$ cat config.mk
export PLATFORM = sky130hd
export DESIGN_NAME = mem_access_unit
export DESIGN_NICKNAME = d
export VERILOG_FILES = /design/src/mem_pkg.sv /design/src/mem_access_unit.sv /design/src/mem_stage.sv /design/src/dcache_ctrl.sv /design/src/dcache_array.sv
export VERILOG_INCLUDE_DIRS = /design/src
export SDC_FILE = /design/constraint.sdc
export NUM_CORES = 2
export LEC_CHECK = 0
export BUFFER_PORTS_ARGS = -buffer_cell sky130_fd_sc_hd__buf_2
export CORE_MARGIN = 10
export CORE_UTILIZATION = 62
export DETAILED_ROUTE_END_ITERATION = 12
export PLACE_DENSITY = 0.82
export RECOVER_POWER = 25
export SLEW_MARGIN = 20
export SYNTH_ARGS = -nofsm -noshare
export SYNTH_HDL_FRONTEND = slang
export SYNTH_HIERARCHICAL = 1
export SYNTH_SLANG_ARGS = --single-unit
$ cat constraint.sdc
create_clock -name clk -period 8.25 [get_ports clk]
set_clock_uncertainty 0.15 [all_clocks]
set_input_delay 1.2375 -clock clk [delete_from_list [all_inputs] [get_ports clk]]
set_output_delay 1.2375 -clock clk [all_outputs]
set_load 0.02 [all_outputs]
$ cat src/mem_cfg.svh
// widths assume a 32-bit word machine with word-aligned access only; cache index must be below 30
`ifndef MEM_CFG_SVH
`define MEM_CFG_SVH

// data path word width
`define MEM_WORD_W 32

// destination register index, 32 registers
`define MEM_REG_IDX_W 5

// direct-mapped cache index, 64 lines of one word
`define MEM_CACHE_IDX_W 6

// word address, the byte offset bits are dropped
`define MEM_ADDR_W 30

// value loaded into the MEM/WB fields at reset
`define MEM_FIELD_RST '0

`endif
$ cat src/mem_pkg.sv
// types only; widths come from mem_cfg.svh, so that header must be on the include path
`include "mem_cfg.svh"

package mem_pkg;

    // data words and ALU results
    typedef logic [`MEM_WORD_W-1:0] word_t;

    // word address, byte offset removed
    typedef logic [`MEM_ADDR_W-1:0] waddr_t;

    // destination register index
    typedef logic [`MEM_REG_IDX_W-1:0] reg_idx_t;

    // cache controller states
    // idle serves hits, refill waits on a read miss,
    // write waits on a store, release lets the store retire
    typedef enum logic [1:0] {
        DC_IDLE    = 2'd0,
        DC_REFILL  = 2'd1,
        DC_WRITE   = 2'd2,
        DC_RELEASE = 2'd3
    } dc_state_t;

endpackage

$ cat src/mem_access_unit.sv
// upstream EX/MEM must hold its outputs while stall is high; memory ready must pulse only under req
`timescale 1ns/1ps
`include "mem_cfg.svh"

module mem_access_unit (
    input  logic              clk,
    input  logic              rst_n,
    // EX/MEM fields
    input  mem_pkg::word_t    alu_result_in,
    input  mem_pkg::word_t    mem_wdata_in,
    input  logic              memrd_in,
    input  logic              memwr_in,
    input  mem_pkg::word_t    pc_plus_4_in,
    input  mem_pkg::reg_idx_t rd_in,
    input  logic              mem2reg_in,
    input  logic              regwr_in,
    // MEM/WB fields
    output mem_pkg::word_t    alu_result_out,
    output mem_pkg::word_t    mem_dat,
    output mem_pkg::word_t    pc_plus_4_out,
    output mem_pkg::reg_idx_t rd_out,
    output logic              mem2reg_out,
    output logic              regwr_out,
    output logic              stall,
    // main memory
    output logic              mem_req,
    output logic              mem_we,
    output mem_pkg::waddr_t   mem_addr,
    output mem_pkg::word_t    mem_wdata,
    input  mem_pkg::word_t    mem_rdata,
    input  logic              mem_ready
);

    import mem_pkg::*;

    // stage to controller
    logic   dc_ren;
    logic   dc_wen;
    waddr_t dc_addr;
    word_t  dc_wdata;
    word_t  dc_rdata;

    // controller and array
    logic   hit;
    word_t  rd_data;
    logic   arr_we;
    waddr_t arr_addr;
    word_t  arr_wdata;

    mem_stage u_mem_stage (
        .clk            (clk),
        .rst_n          (rst_n),
        .alu_result_in  (alu_result_in),
        .mem_wdata_in   (mem_wdata_in),
        .memrd_in       (memrd_in),
        .memwr_in       (memwr_in),
        .pc_plus_4_in   (pc_plus_4_in),
        .rd_in          (rd_in),
        .mem2reg_in     (mem2reg_in),
        .regwr_in       (regwr_in),
        .alu_result_out (alu_result_out),
        .mem_dat        (mem_dat),
        .pc_plus_4_out  (pc_plus_4_out),
        .rd_out         (rd_out),
        .mem2reg_out    (mem2reg_out),
        .regwr_out      (regwr_out),
        .dc_ren         (dc_ren),
        .dc_wen         (dc_wen),
        .dc_addr        (dc_addr),
        .dc_wdata       (dc_wdata),
        .stall          (stall),
        .dc_rdata       (dc_rdata)
    );

    dcache_ctrl u_dcache_ctrl (
        .clk       (clk),
        .rst_n     (rst_n),
        .dc_ren    (dc_ren),
        .dc_wen    (dc_wen),
        .dc_addr   (dc_addr),
        .dc_wdata  (dc_wdata),
        .hit       (hit),
        .rd_data   (rd_data),
        .stall     (stall),
        .dc_rdata  (dc_rdata),
        .arr_we    (arr_we),
        .arr_addr  (arr_addr),
        .arr_wdata (arr_wdata),
        .mem_req   (mem_req),
        .mem_we    (mem_we),
        .mem_addr  (mem_addr),
        .mem_wdata (mem_wdata),
        .mem_rdata (mem_rdata),
        .mem_ready (mem_ready)
    );

    // lookup always follows the current request address
    dcache_array u_dcache_array (
        .clk         (clk),
        .rst_n       (rst_n),
        .lookup_addr (dc_addr),
        .arr_we      (arr_we),
        .arr_addr    (arr_addr),
        .arr_wdata   (arr_wdata),
        .hit         (hit),
        .rd_data     (rd_data)
    );

endmodule

$ cat src/mem_stage.sv
// full-word access only; cache request is driven straight from EX/MEM, mem_dat samples every cycle
`timescale 1ns/1ps
`include "mem_cfg.svh"

module mem_stage (
    input  logic              clk,
    input  logic              rst_n,
    // from the EX/MEM register
    input  mem_pkg::word_t    alu_result_in,
    input  mem_pkg::word_t    mem_wdata_in,
    input  logic              memrd_in,
    input  logic              memwr_in,
    input  mem_pkg::word_t    pc_plus_4_in,
    input  mem_pkg::reg_idx_t rd_in,
    input  logic              mem2reg_in,
    input  logic              regwr_in,
    // MEM/WB register outputs
    output mem_pkg::word_t    alu_result_out,
    output mem_pkg::word_t    mem_dat,
    output mem_pkg::word_t    pc_plus_4_out,
    output mem_pkg::reg_idx_t rd_out,
    output logic              mem2reg_out,
    output logic              regwr_out,
    // data cache request, not registered
    output logic              dc_ren,
    output logic              dc_wen,
    output mem_pkg::waddr_t   dc_addr,
    output mem_pkg::word_t    dc_wdata,
    input  logic              stall,
    input  mem_pkg::word_t    dc_rdata
);

    import mem_pkg::*;

    word_t    alu_result_nxt;
    word_t    pc_plus_4_nxt;
    reg_idx_t rd_nxt;
    logic     mem2reg_nxt;
    logic     regwr_nxt;

    // cache request, byte offset dropped
    assign dc_ren   = memrd_in;
    assign dc_wen   = memwr_in;
    assign dc_addr  = alu_result_in[`MEM_WORD_W-1:2];
    assign dc_wdata = mem_wdata_in;

    // hold every field except the load data while the cache stalls
    always_comb begin
        alu_result_nxt = stall ? alu_result_out : alu_result_in;
        pc_plus_4_nxt  = stall ? pc_plus_4_out  : pc_plus_4_in;
        rd_nxt         = stall ? rd_out         : rd_in;
        mem2reg_nxt    = stall ? mem2reg_out    : mem2reg_in;
        regwr_nxt      = stall ? regwr_out      : regwr_in;
    end

    always_ff @(posedge clk or negedge rst_n) begin
        if (!rst_n) begin
            alu_result_out <= `MEM_FIELD_RST;
            mem_dat        <= `MEM_FIELD_RST;
            pc_plus_4_out  <= `MEM_FIELD_RST;
            rd_out         <= `MEM_FIELD_RST;
            mem2reg_out    <= 1'b0;
            regwr_out      <= 1'b0;
        end else begin
            alu_result_out <= alu_result_nxt;
            // load data settles on the cycle stall falls
            mem_dat        <= dc_rdata;
            pc_plus_4_out  <= pc_plus_4_nxt;
            rd_out         <= rd_nxt;
            mem2reg_out    <= mem2reg_nxt;
            regwr_out      <= regwr_nxt;
        end
    end

endmodule

$ cat src/dcache_ctrl.sv
// write-through, no write-allocate; upstream must hold dc_* inputs while stall is high
`timescale 1ns/1ps
`include "mem_cfg.svh"

module dcache_ctrl (
    input  logic            clk,
    input  logic            rst_n,
    // request from the MEM stage
    input  logic            dc_ren,
    input  logic            dc_wen,
    input  mem_pkg::waddr_t dc_addr,
    input  mem_pkg::word_t  dc_wdata,
    // lookup result from the array
    input  logic            hit,
    input  mem_pkg::word_t  rd_data,
    // back to the MEM stage
    output logic            stall,
    output mem_pkg::word_t  dc_rdata,
    // array write port
    output logic            arr_we,
    output mem_pkg::waddr_t arr_addr,
    output mem_pkg::word_t  arr_wdata,
    // main memory port
    output logic            mem_req,
    output logic            mem_we,
    output mem_pkg::waddr_t mem_addr,
    output mem_pkg::word_t  mem_wdata,
    input  mem_pkg::word_t  mem_rdata,
    input  logic            mem_ready
);

    import mem_pkg::*;

    dc_state_t state;
    dc_state_t state_nxt;

    // address and store data of the outstanding memory access
    waddr_t req_addr;
    word_t  req_wdata;

    logic read_miss;
    logic start_req;

    assign read_miss = dc_ren && !hit;
    assign start_req = (state == DC_IDLE) && (dc_wen || read_miss);

    // next state and stall
    always_comb begin
        state_nxt = state;
        stall     = 1'b0;
        case (state)
            DC_IDLE: begin
                // stores take priority over loads
                if (dc_wen) begin
                    stall     = 1'b1;
                    state_nxt = DC_WRITE;
                end else if (read_miss) begin
                    stall     = 1'b1;
                    state_nxt = DC_REFILL;
                end
            end
            DC_REFILL: begin
                stall = 1'b1;
                if (mem_ready) begin
                    // line is written now, next cycle hits
                    state_nxt = DC_IDLE;
                end
            end
            DC_WRITE: begin
                stall = 1'b1;
                if (mem_ready) begin
                    state_nxt = DC_RELEASE;
                end
            end
            DC_RELEASE: begin
                // one free cycle so the held store retires
                state_nxt = DC_IDLE;
            end
            default: begin
                state_nxt = DC_IDLE;
            end
        endcase
    end

    always_ff @(posedge clk or negedge rst_n) begin
        if (!rst_n) begin
            state <= DC_IDLE;
        end else begin
            state <= state_nxt;
        end
    end

    // capture the request when leaving idle
    always_ff @(posedge clk) begin
        if (start_req) begin
            req_addr  <= dc_addr;
            req_wdata <= dc_wdata;
        end
    end

    // refill fills the line; a store only updates a line it hits
    always_comb begin
        arr_we    = 1'b0;
        arr_addr  = req_addr;
        arr_wdata = req_wdata;
        if (state == DC_REFILL && mem_ready) begin
            arr_we    = 1'b1;
            arr_wdata = mem_rdata;
        end else if (state == DC_WRITE && mem_ready && hit) begin
            arr_we = 1'b1;
        end
    end

    // memory request is held by the state, drops the cycle after ready
    assign mem_req   = (state == DC_REFILL) || (state == DC_WRITE);
    assign mem_we    = (state == DC_WRITE);
    assign mem_addr  = req_addr;
    assign mem_wdata = req_wdata;

    // only hit data is forwarded
    assign dc_rdata = hit ? rd_data : '0;

endmodule

$ cat src/dcache_array.sv
// direct-mapped, one word per line; combinational lookup, tag and data are X until written
`timescale 1ns/1ps
`include "mem_cfg.svh"

module dcache_array (
    input  logic            clk,
    input  logic            rst_n,
    // lookup side
    input  mem_pkg::waddr_t lookup_addr,
    // line write port
    input  logic            arr_we,
    input  mem_pkg::waddr_t arr_addr,
    input  mem_pkg::word_t  arr_wdata,
    // lookup result
    output logic            hit,
    output mem_pkg::word_t  rd_data
);

    import mem_pkg::*;

    localparam int IDX_W = `MEM_CACHE_IDX_W;
    localparam int TAG_W = `MEM_ADDR_W - `MEM_CACHE_IDX_W;
    localparam int LINES = 1 << IDX_W;

    typedef logic [IDX_W-1:0] idx_t;
    typedef logic [TAG_W-1:0] tag_t;

    // storage
    logic [LINES-1:0] valid;
    tag_t             tag_mem  [LINES];
    word_t            data_mem [LINES];

    // address split for both ports
    idx_t lk_idx;
    tag_t lk_tag;
    idx_t wr_idx;
    tag_t wr_tag;

    assign lk_idx = lookup_addr[IDX_W-1:0];
    assign lk_tag = lookup_addr[`MEM_ADDR_W-1:IDX_W];
    assign wr_idx = arr_addr[IDX_W-1:0];
    assign wr_tag = arr_addr[`MEM_ADDR_W-1:IDX_W];

    // index, compare tag, qualify with valid
    assign hit     = valid[lk_idx] && (tag_mem[lk_idx] == lk_tag);
    assign rd_data = data_mem[lk_idx];

    // a line write marks its index valid
    always_ff @(posedge clk or negedge rst_n) begin
        if (!rst_n) begin
            valid <= '0;
        end else if (arr_we) begin
            valid[wr_idx] <= 1'b1;
        end
    end

    // tag and data follow the write port
    always_ff @(posedge clk) begin
        if (arr_we) begin
            tag_mem[wr_idx]  <= wr_tag;
            data_mem[wr_idx] <= arr_wdata;
        end
    end

endmodule

# Word level (Yosys, flattened, before mapping)
# Memory sizes are Yosys's and may differ from the RTL's.
# Index checks and enable logic that the tools add are counted.
[word_totals] regBits=231 latchBits=0 ram_bits=3584 romBits=0 out_inout_bits=168 n_memories=2
[classes] n_addsub=0 n_mul=0 div=0 magnitude_cmp=3 n_eq_ne=7 shifts=0 mux=18 bitwise=1 reduce_logical=13
[memory_table] memory="u_dcache_array.data_mem" words=64 width=32 read_ports=1 rd_clocked_by_memory_dff=0 write_ports=1 line_no="dcache_array.sv:31" text="word_t data_mem [LINES];"
[memory_table] memory="u_dcache_array.tag_mem" words=64 width=24 read_ports=1 rd_clocked_by_memory_dff=0 write_ports=1 line_no="dcache_array.sv:30" text="tag_t tag_mem [LINES];"
[op_table] cell="two-way mux 32 bit" count=2
[op_table] cell="bitwise OR 64 bit" count=1
[op_table] cell="== test 24 bit" count=1
[op_table] cell="< comparator 6 x 7 -> 1 bit (second input constant)" count=2
[op_table] cell="two-way mux 1 bit" count=8
[op_table] cell="two-way mux 2 bit" count=4
[op_table] cell="one-hot mux 2 bit (4 select lines)" count=1
[op_table] cell="logical AND 1 bit" count=7
[op_table] cell="binary-select mux 1 bit (select 6 bit)" count=1
[op_table] cell="demux 1 bit (select 6 bit)" count=1
[op_table] cell="greater-or-equal comparator 6 x 1 -> 1 bit (second input constant)" count=1
[op_table] cell="== test 2 bit (second input constant)" count=2
[op_table] cell="!= test 3 x 2 -> 1 bit (second input constant)" count=1
[op_table] cell="AND reduction 3 bit" count=1
[op_table] cell="== test 2 x 1 -> 1 bit (second input constant)" count=1
[op_table] cell="logical NOT 2 bit" count=1
[op_table] cell="logical OR 1 bit" count=2
[op_table] cell="!= test 2 x 1 -> 1 bit (second input constant)" count=1
[op_table] cell="!= test 2 bit (second input constant)" count=1
[op_table] cell="one-hot mux 1 bit (2 select lines)" count=1
[op_table] cell="OR reduction 2 bit" count=1
[op_table] cell="logical NOT 1 bit" count=1

# Depth between registers and ports, before layout
[depth] word_depth=8 mapped_depth=23 depth_no_buf=15

# Hierarchy
# Netlist, hierarchy kept.
[modules_own_cells] mod="dcache_array" n_inst=1 cells_per_inst=5758 area_per_inst_um2=138979.5
[modules_own_cells] mod="mem_stage" n_inst=1 cells_per_inst=246 area_per_inst_um2=4271.6
[modules_own_cells] mod="dcache_ctrl" n_inst=1 cells_per_inst=185 area_per_inst_um2=3029.2

# Least setup slack after synthesis
# No wires, ideal clock.
[synth_path] path_type="input port to flip-flop" startpoint="input port alu_result_in[3]" endpoint="memory u_dcache_array/data_mem[27][0] (netlist bit), enable pin" arrival_time_ps=7435 setup_slack_ps=194 path_stages=18 cell_sequence="buf_4 buf_2 buf_1 buf_1 buf_1 mux4_2 a22oi_1 a21oi_1 nor4_1 xnor2_1 nor3_1 nand4_1 nor4_2 a21oi_1 nor2b_1 nor2b_1 nand3_1 nor2_1"
[synth_between] elab_chain_len=8
[synth_rtl] item="start: declaration" line_no="mem_access_unit.sv:9" text="input mem_pkg::word_t alu_result_in,"
[synth_rtl] item="memory read (64 x 24 bit) or binary-select mux 1 bit (select 6 bit) (tied branches)"
[synth_rtl] item="== test 24 bit or two-way mux 1 bit (tied branches)" line_no="dcache_array.sv:45" text="assign hit = valid[lk_idx] && (tag_mem[lk_idx] == lk_tag);"
[synth_rtl] item="logical AND 1 bit (*)" line_no="dcache_array.sv:45"
[synth_rtl] item="named net hit" line_no="mem_access_unit.sv:44" text="logic hit;"
[synth_rtl] item="logical AND 1 bit (*)" line_no="dcache_ctrl.sv:109" text="end else if (state == DC_WRITE && mem_ready && hit) begin"
[synth_rtl] item="two-way mux 1 bit (*)" line_no="dcache_ctrl.sv:109"
[synth_rtl] item="two-way mux 1 bit (*)" line_no="dcache_ctrl.sv:106" text="if (state == DC_REFILL && mem_ready) begin"
[synth_rtl] item="named net arr_we" line_no="mem_access_unit.sv:46" text="logic arr_we;"
[synth_rtl] item="two-way mux 1 bit (*)" line_no="dcache_array.sv:59" text="if (arr_we) begin"
[synth_rtl] item="two-way mux 1 bit (implied by the code) (*)" line_no="dcache_array.sv:61" text="data_mem[wr_idx] <= arr_wdata;"
[synth_rtl] item="end: declaration" line_no="dcache_array.sv:31"
# Mark *: on every way through the listed nets, which the timed path passes. The rest lies on a longest branch. The select of a mux whose other input is x is not followed.

# Final worst setup path
[layout_path] startpoint="input port alu_result_in[7]" endpoint="output port stall"
[layout_between] elab_chain_len=8
[layout_rtl] item="memory read (64 x 24 bit) or binary-select mux 1 bit (select 6 bit) (tied branches)"
[layout_rtl] item="== test 24 bit or two-way mux 1 bit (tied branches)" line_no="dcache_array.sv:45"
[layout_rtl] item="logical AND 1 bit (*)" line_no="dcache_array.sv:45"
[layout_rtl] item="named net hit" line_no="mem_access_unit.sv:44"
[layout_rtl] item="logical NOT 1 bit (*)" line_no="dcache_ctrl.sv:44" text="assign read_miss = dc_ren && !hit;"
[layout_rtl] item="logical AND 1 bit (*)" line_no="dcache_ctrl.sv:44"
[layout_rtl] item="two-way mux 1 bit (*)" line_no="dcache_ctrl.sv:57" text="end else if (read_miss) begin"
[layout_rtl] item="two-way mux 1 bit (*)" line_no="dcache_ctrl.sv:54" text="if (dc_wen) begin"
[layout_rtl] item="one-hot mux 1 bit (2 select lines) (*)" line_no="dcache_ctrl.sv:51" text="case (state)"
[layout_rtl] item="end: declaration" line_no="mem_access_unit.sv:24" text="output logic stall,"
# Marks and branches as above.

==> impl_results.md <==
- Outcome: complete, but fails checks
- Violated checks: capacitance limit, slew limit, setup timing
- Initial standard-cell utilization of the core: 62.26%
- Crit path buf inv count: 6
- Avg Vias per Cell: 7.897
- Most frequently used flop master after synthesis: sky130_fd_sc_hd__edfxtp_1
- Post-synthesis instance area: 146300 um2
- RD Place Congestion: 0.8453
- Synthesized area per cell: 23.64 um2
- Total wirelength of the detailed-routed design: 482.4 mm
- Post-synth top area cell: sky130_fd_sc_hd__edfxtp_1
- Cell types with the largest area share after synthesis: sky130_fd_sc_hd__edfxtp_1 (75%), sky130_fd_sc_hd__mux4_2 (16%), sky130_fd_sc_hd__dfrtp_1 (2.9%)
- Core area: 235000 um2
- Total global-route track usage: 37.51%
- Fmax achieved: 119.5 MHz
- Horizontal die dimension: 505.7 um
- Post-synthesis register bit count: 3815
- Number of filler cells placed in the layout: 12190
- Setup repair after global routing missed its margin: false
- Global-route wire length before repair: 664.5 mm
- Area share of the largest cell type after synthesis: 74.85%
- Worst-path cell chain: buf_2 > inv_4 > buf_4 > mux4_2 > nand2_1 > and3_1 > a31oi_1 > xnor2_2 > nand4_1 > or4_1 > nor4_4 > buf_12 > buf_4 > nor2b_1 > o21a_4 > o21ba_4 > buf_2
- Arrival @ worst endpoint: 6.98 ns
- Util after Layout: 70.17%
- Pin count of the biggest net entering global routing: 110
- Most common cell after layout, fill and taps aside: sky130_fd_sc_hd__edfxtp_1
- Total via count in the routed design: 80600
- Cell type of the slowest stage on the worst timing path: sky130_fd_sc_hd__xnor2_2
- Period utilisation layout: 101.4%
- Antenna violations before repair: 37
- Sequential Area: 113700 um2
- Largest buffer count on any clock path: 4
- Hold-fix buffers at CTS: 0
- Commonest cells after routing, fill and taps aside: sky130_fd_sc_hd__edfxtp_1 (3646), sky130_fd_sc_hd__mux4_2 (1040), sky130_fd_sc_hd__clkbuf_16 (382)
- Hold slack: 0.2383 ns
- Worst Path Required: 6.86 ns
- Final Slew Violations: 1965
- Number of buffers created by CTS: 374
- Proportion of layout cells with a drive suffix above 1: 31.86%
- Clock latency at the later pin of the worst-skew pair: 1.08 ns
- Setup CP Type: in2out
- H-tree level count: 5
- Reg2reg setup slack: 0.98 ns
- Static power due to leakage: 52.94 nW
- Overall die area: 255800 um2
- TritonCTS clock tree: done
- Die Height: 505.7 um
- Setup crit end kind: output pin
- Worst relative slew slack: -264.2%
- Slew at the pin closest to its max-slew limit: 5.462 ns
- Count of standard-cell rows: 178
- Final worst-path setup slack: -0.1179 ns
- Setup TNS Final: -0.1179 ns
- Final-report setup violation count: 1
- DRC violations left: 0
- Multi-input gate area: 30630 um2
- Total of max-cap violations: 32
- First-pass detailed-route iteration total: 9
- Asr flop ratio synth: 4.430%
- Setup Slack @ Placement: 0.2409 ns
- Min Tclk post-route: 8.368 ns
- Antenna-violating nets left: 0
- Area growth syn-to-layout: 12.71%
- Maximum cell stage delay along the critical path: 0.65 ns
- Number of clock sinks seen by CTS: 3815
- Number of enable flip-flop cells after synthesis: 3646
- Iteration-0 DRC count of the detailed router: 16580
- Wirelength per Cell: 47.26 um
- Gate family responsible for the most delay along the worst path: buffers and inverters
- Nets: 6902
- Class of the tightest hold or removal check: in2reg
- Root buf cell: sky130_fd_sc_hd__clkbuf_16
- Number of library cell types mapped by synthesis: 59
- Total count of hold-check failures in the final report: 0
- Number of cells produced by synthesis: 6189
- HPWL after detailed placement: 233.2 mm
- Clock-pin slew on the worst setup and hold paths: 0.07 ns
- Yosys Warn Count: 6
- Overflow left after global routing: 0
- Count of placed standard cells including taps: 9528
- Startpoint types: primary input
- Synthesized net count: 6334
- Non-filler instance count after layout: 10210
- Count of input and output buffers: 307
- Via count of the first global-routing pass: 81020
- # IOs: 308
- Pwr dens: 283.5 nW/um2
- Worst-case vdd ir drop: 777.5 uV
- Fraction of the yosys area taken by sequential cells: 77.74%
- Maximum fanout count along the critical path: 19
-- worst paths after layout --
check                                                     start                                         end  cells past startpoint
hold reg to reg            u_dcache_array/valid[44]$_DFFE_PN0P_        u_dcache_array/valid[44]$_DFFE_PN0P_                      1
hold / removal                                 mem_wdata_in[23]       u_dcache_ctrl/mem_wdata[23]$_DFFE_PP_                      1
max in group asynchronous                                 rst_n  u_mem_stage/alu_result_out[23]$_DFFE_PN0N_                      2
setup / recovery                               alu_result_in[7]                                       stall                     17
min in group asynchronous                                 rst_n   u_mem_stage/pc_plus_4_out[12]$_DFFE_PN0N_                      1
setup reg to reg             u_dcache_ctrl/state[1]$_DFFE_PN0P_   u_dcache_array/data_mem[49][31]$_DFFE_PP_                      6
-- through the flow --
| step | power, mW | cell area [um2] |
|---|---|---|
| CTS | 46.53 | 165000 |
| floorplan | 27.55 | 146300 |
| global placement | 29.20 | 153200 |
| global route | 47.61 | 164800 |
| finish | 46.74 | 164900 |
| detailed placement | 29.57 | 153200 |
-- per-layer routing --
| layer | vias to the layer above | global-route usage, % | share of wire [%] | wire length [um] |
|---|---|---|---|---|
| li1 | 27300 | - | - | - |
| met1 | 40670 | 46.08 | 29 | 138800 |
| met2 | 9948 | 56.53 | 46 | 220100 |
| met3 | 2647 | 14.42 | 17 | 80960 |
| met4 | 44 | 23.72 | 8.7 | 42020 |
| met5 | - | 0.2962 | 0.11 | 519 |
-- area by class of cell --
cell class	instances	area share [%]
clock buffers	457	6.017
multi-input cells	1950	18.58
well taps	3150	2.391
diodes	21	0.03187
flip-flops and latches	3815	68.97
repair buffers	607	2.852
clock inverters	198	1.133
inverters	9	0.02732
-- state kept, by name (all words and copies together), names as in the netlist --
name,cells
u_mem_stage/regwr_out,1
u_dcache_array/tag_mem,1536
u_mem_stage/mem_dat,32
u_mem_stage/rd_out,5
u_dcache_array/valid,64
u_mem_stage/alu_result_out,32
u_dcache_ctrl/mem_wdata,32
u_dcache_ctrl/arr_addr,30
u_mem_stage/pc_plus_4_out,32
u_dcache_array/data_mem,2048
u_dcache_ctrl/state,2
u_mem_stage/mem2reg_out,1
-- cells in the mapped netlist (all sizes together) (15+ instances only) --
cell type	instances
edfxtp	3646
mux4	1040
buf	285
dfrtp	169
clkbuf	130
nand2	116
mux2	109
mux2i	99
nor2	96
a22oi	76
or2	66
a21oi	55
nand3	44
and2	36
a31oi	20
o221ai	17
xnor2	17
o22ai	15
-- cell families (layout without fill, tap and decap cells) --
| logic type | count (synthesis) | count (layout) | share of synthesized area [%] |
|---|---|---|---|
| DFF | 3815 | 3815 | 77.74 |
| adders and majority gates | 5 | 5 | 0.04277 |
| xor gates and xnor gates | 22 | 22 | 0.1317 |
| buffers and inverters | 424 | 1271 | 1.694 |
| AOI/OAI and AO/OA | 243 | 243 | 1.152 |
| and+or+nand+nor | 432 | 432 | 1.458 |
| other | 0 | 21 | 0 |
| muxes | 1248 | 1248 | 17.79 |
-- what timing repair did --
action | 4_1_cts | 5_1_grt
gates resized for setup | 0 | 2
hold endpoints to repair | 0 | 0
endpoints found under the setup margin | 0 | 420
setup buffers | 0 | 1
-- report_power, final --
group | internal [mW] | total, mW | switching [mW]
registers | 23.5 | 23.9 | 0.346
clock network | 9.54 | 17.2 | 7.66
logic | 1.67 | 5.68 | 4.00
Note: power is estimated with default switching activity, not from simulation.
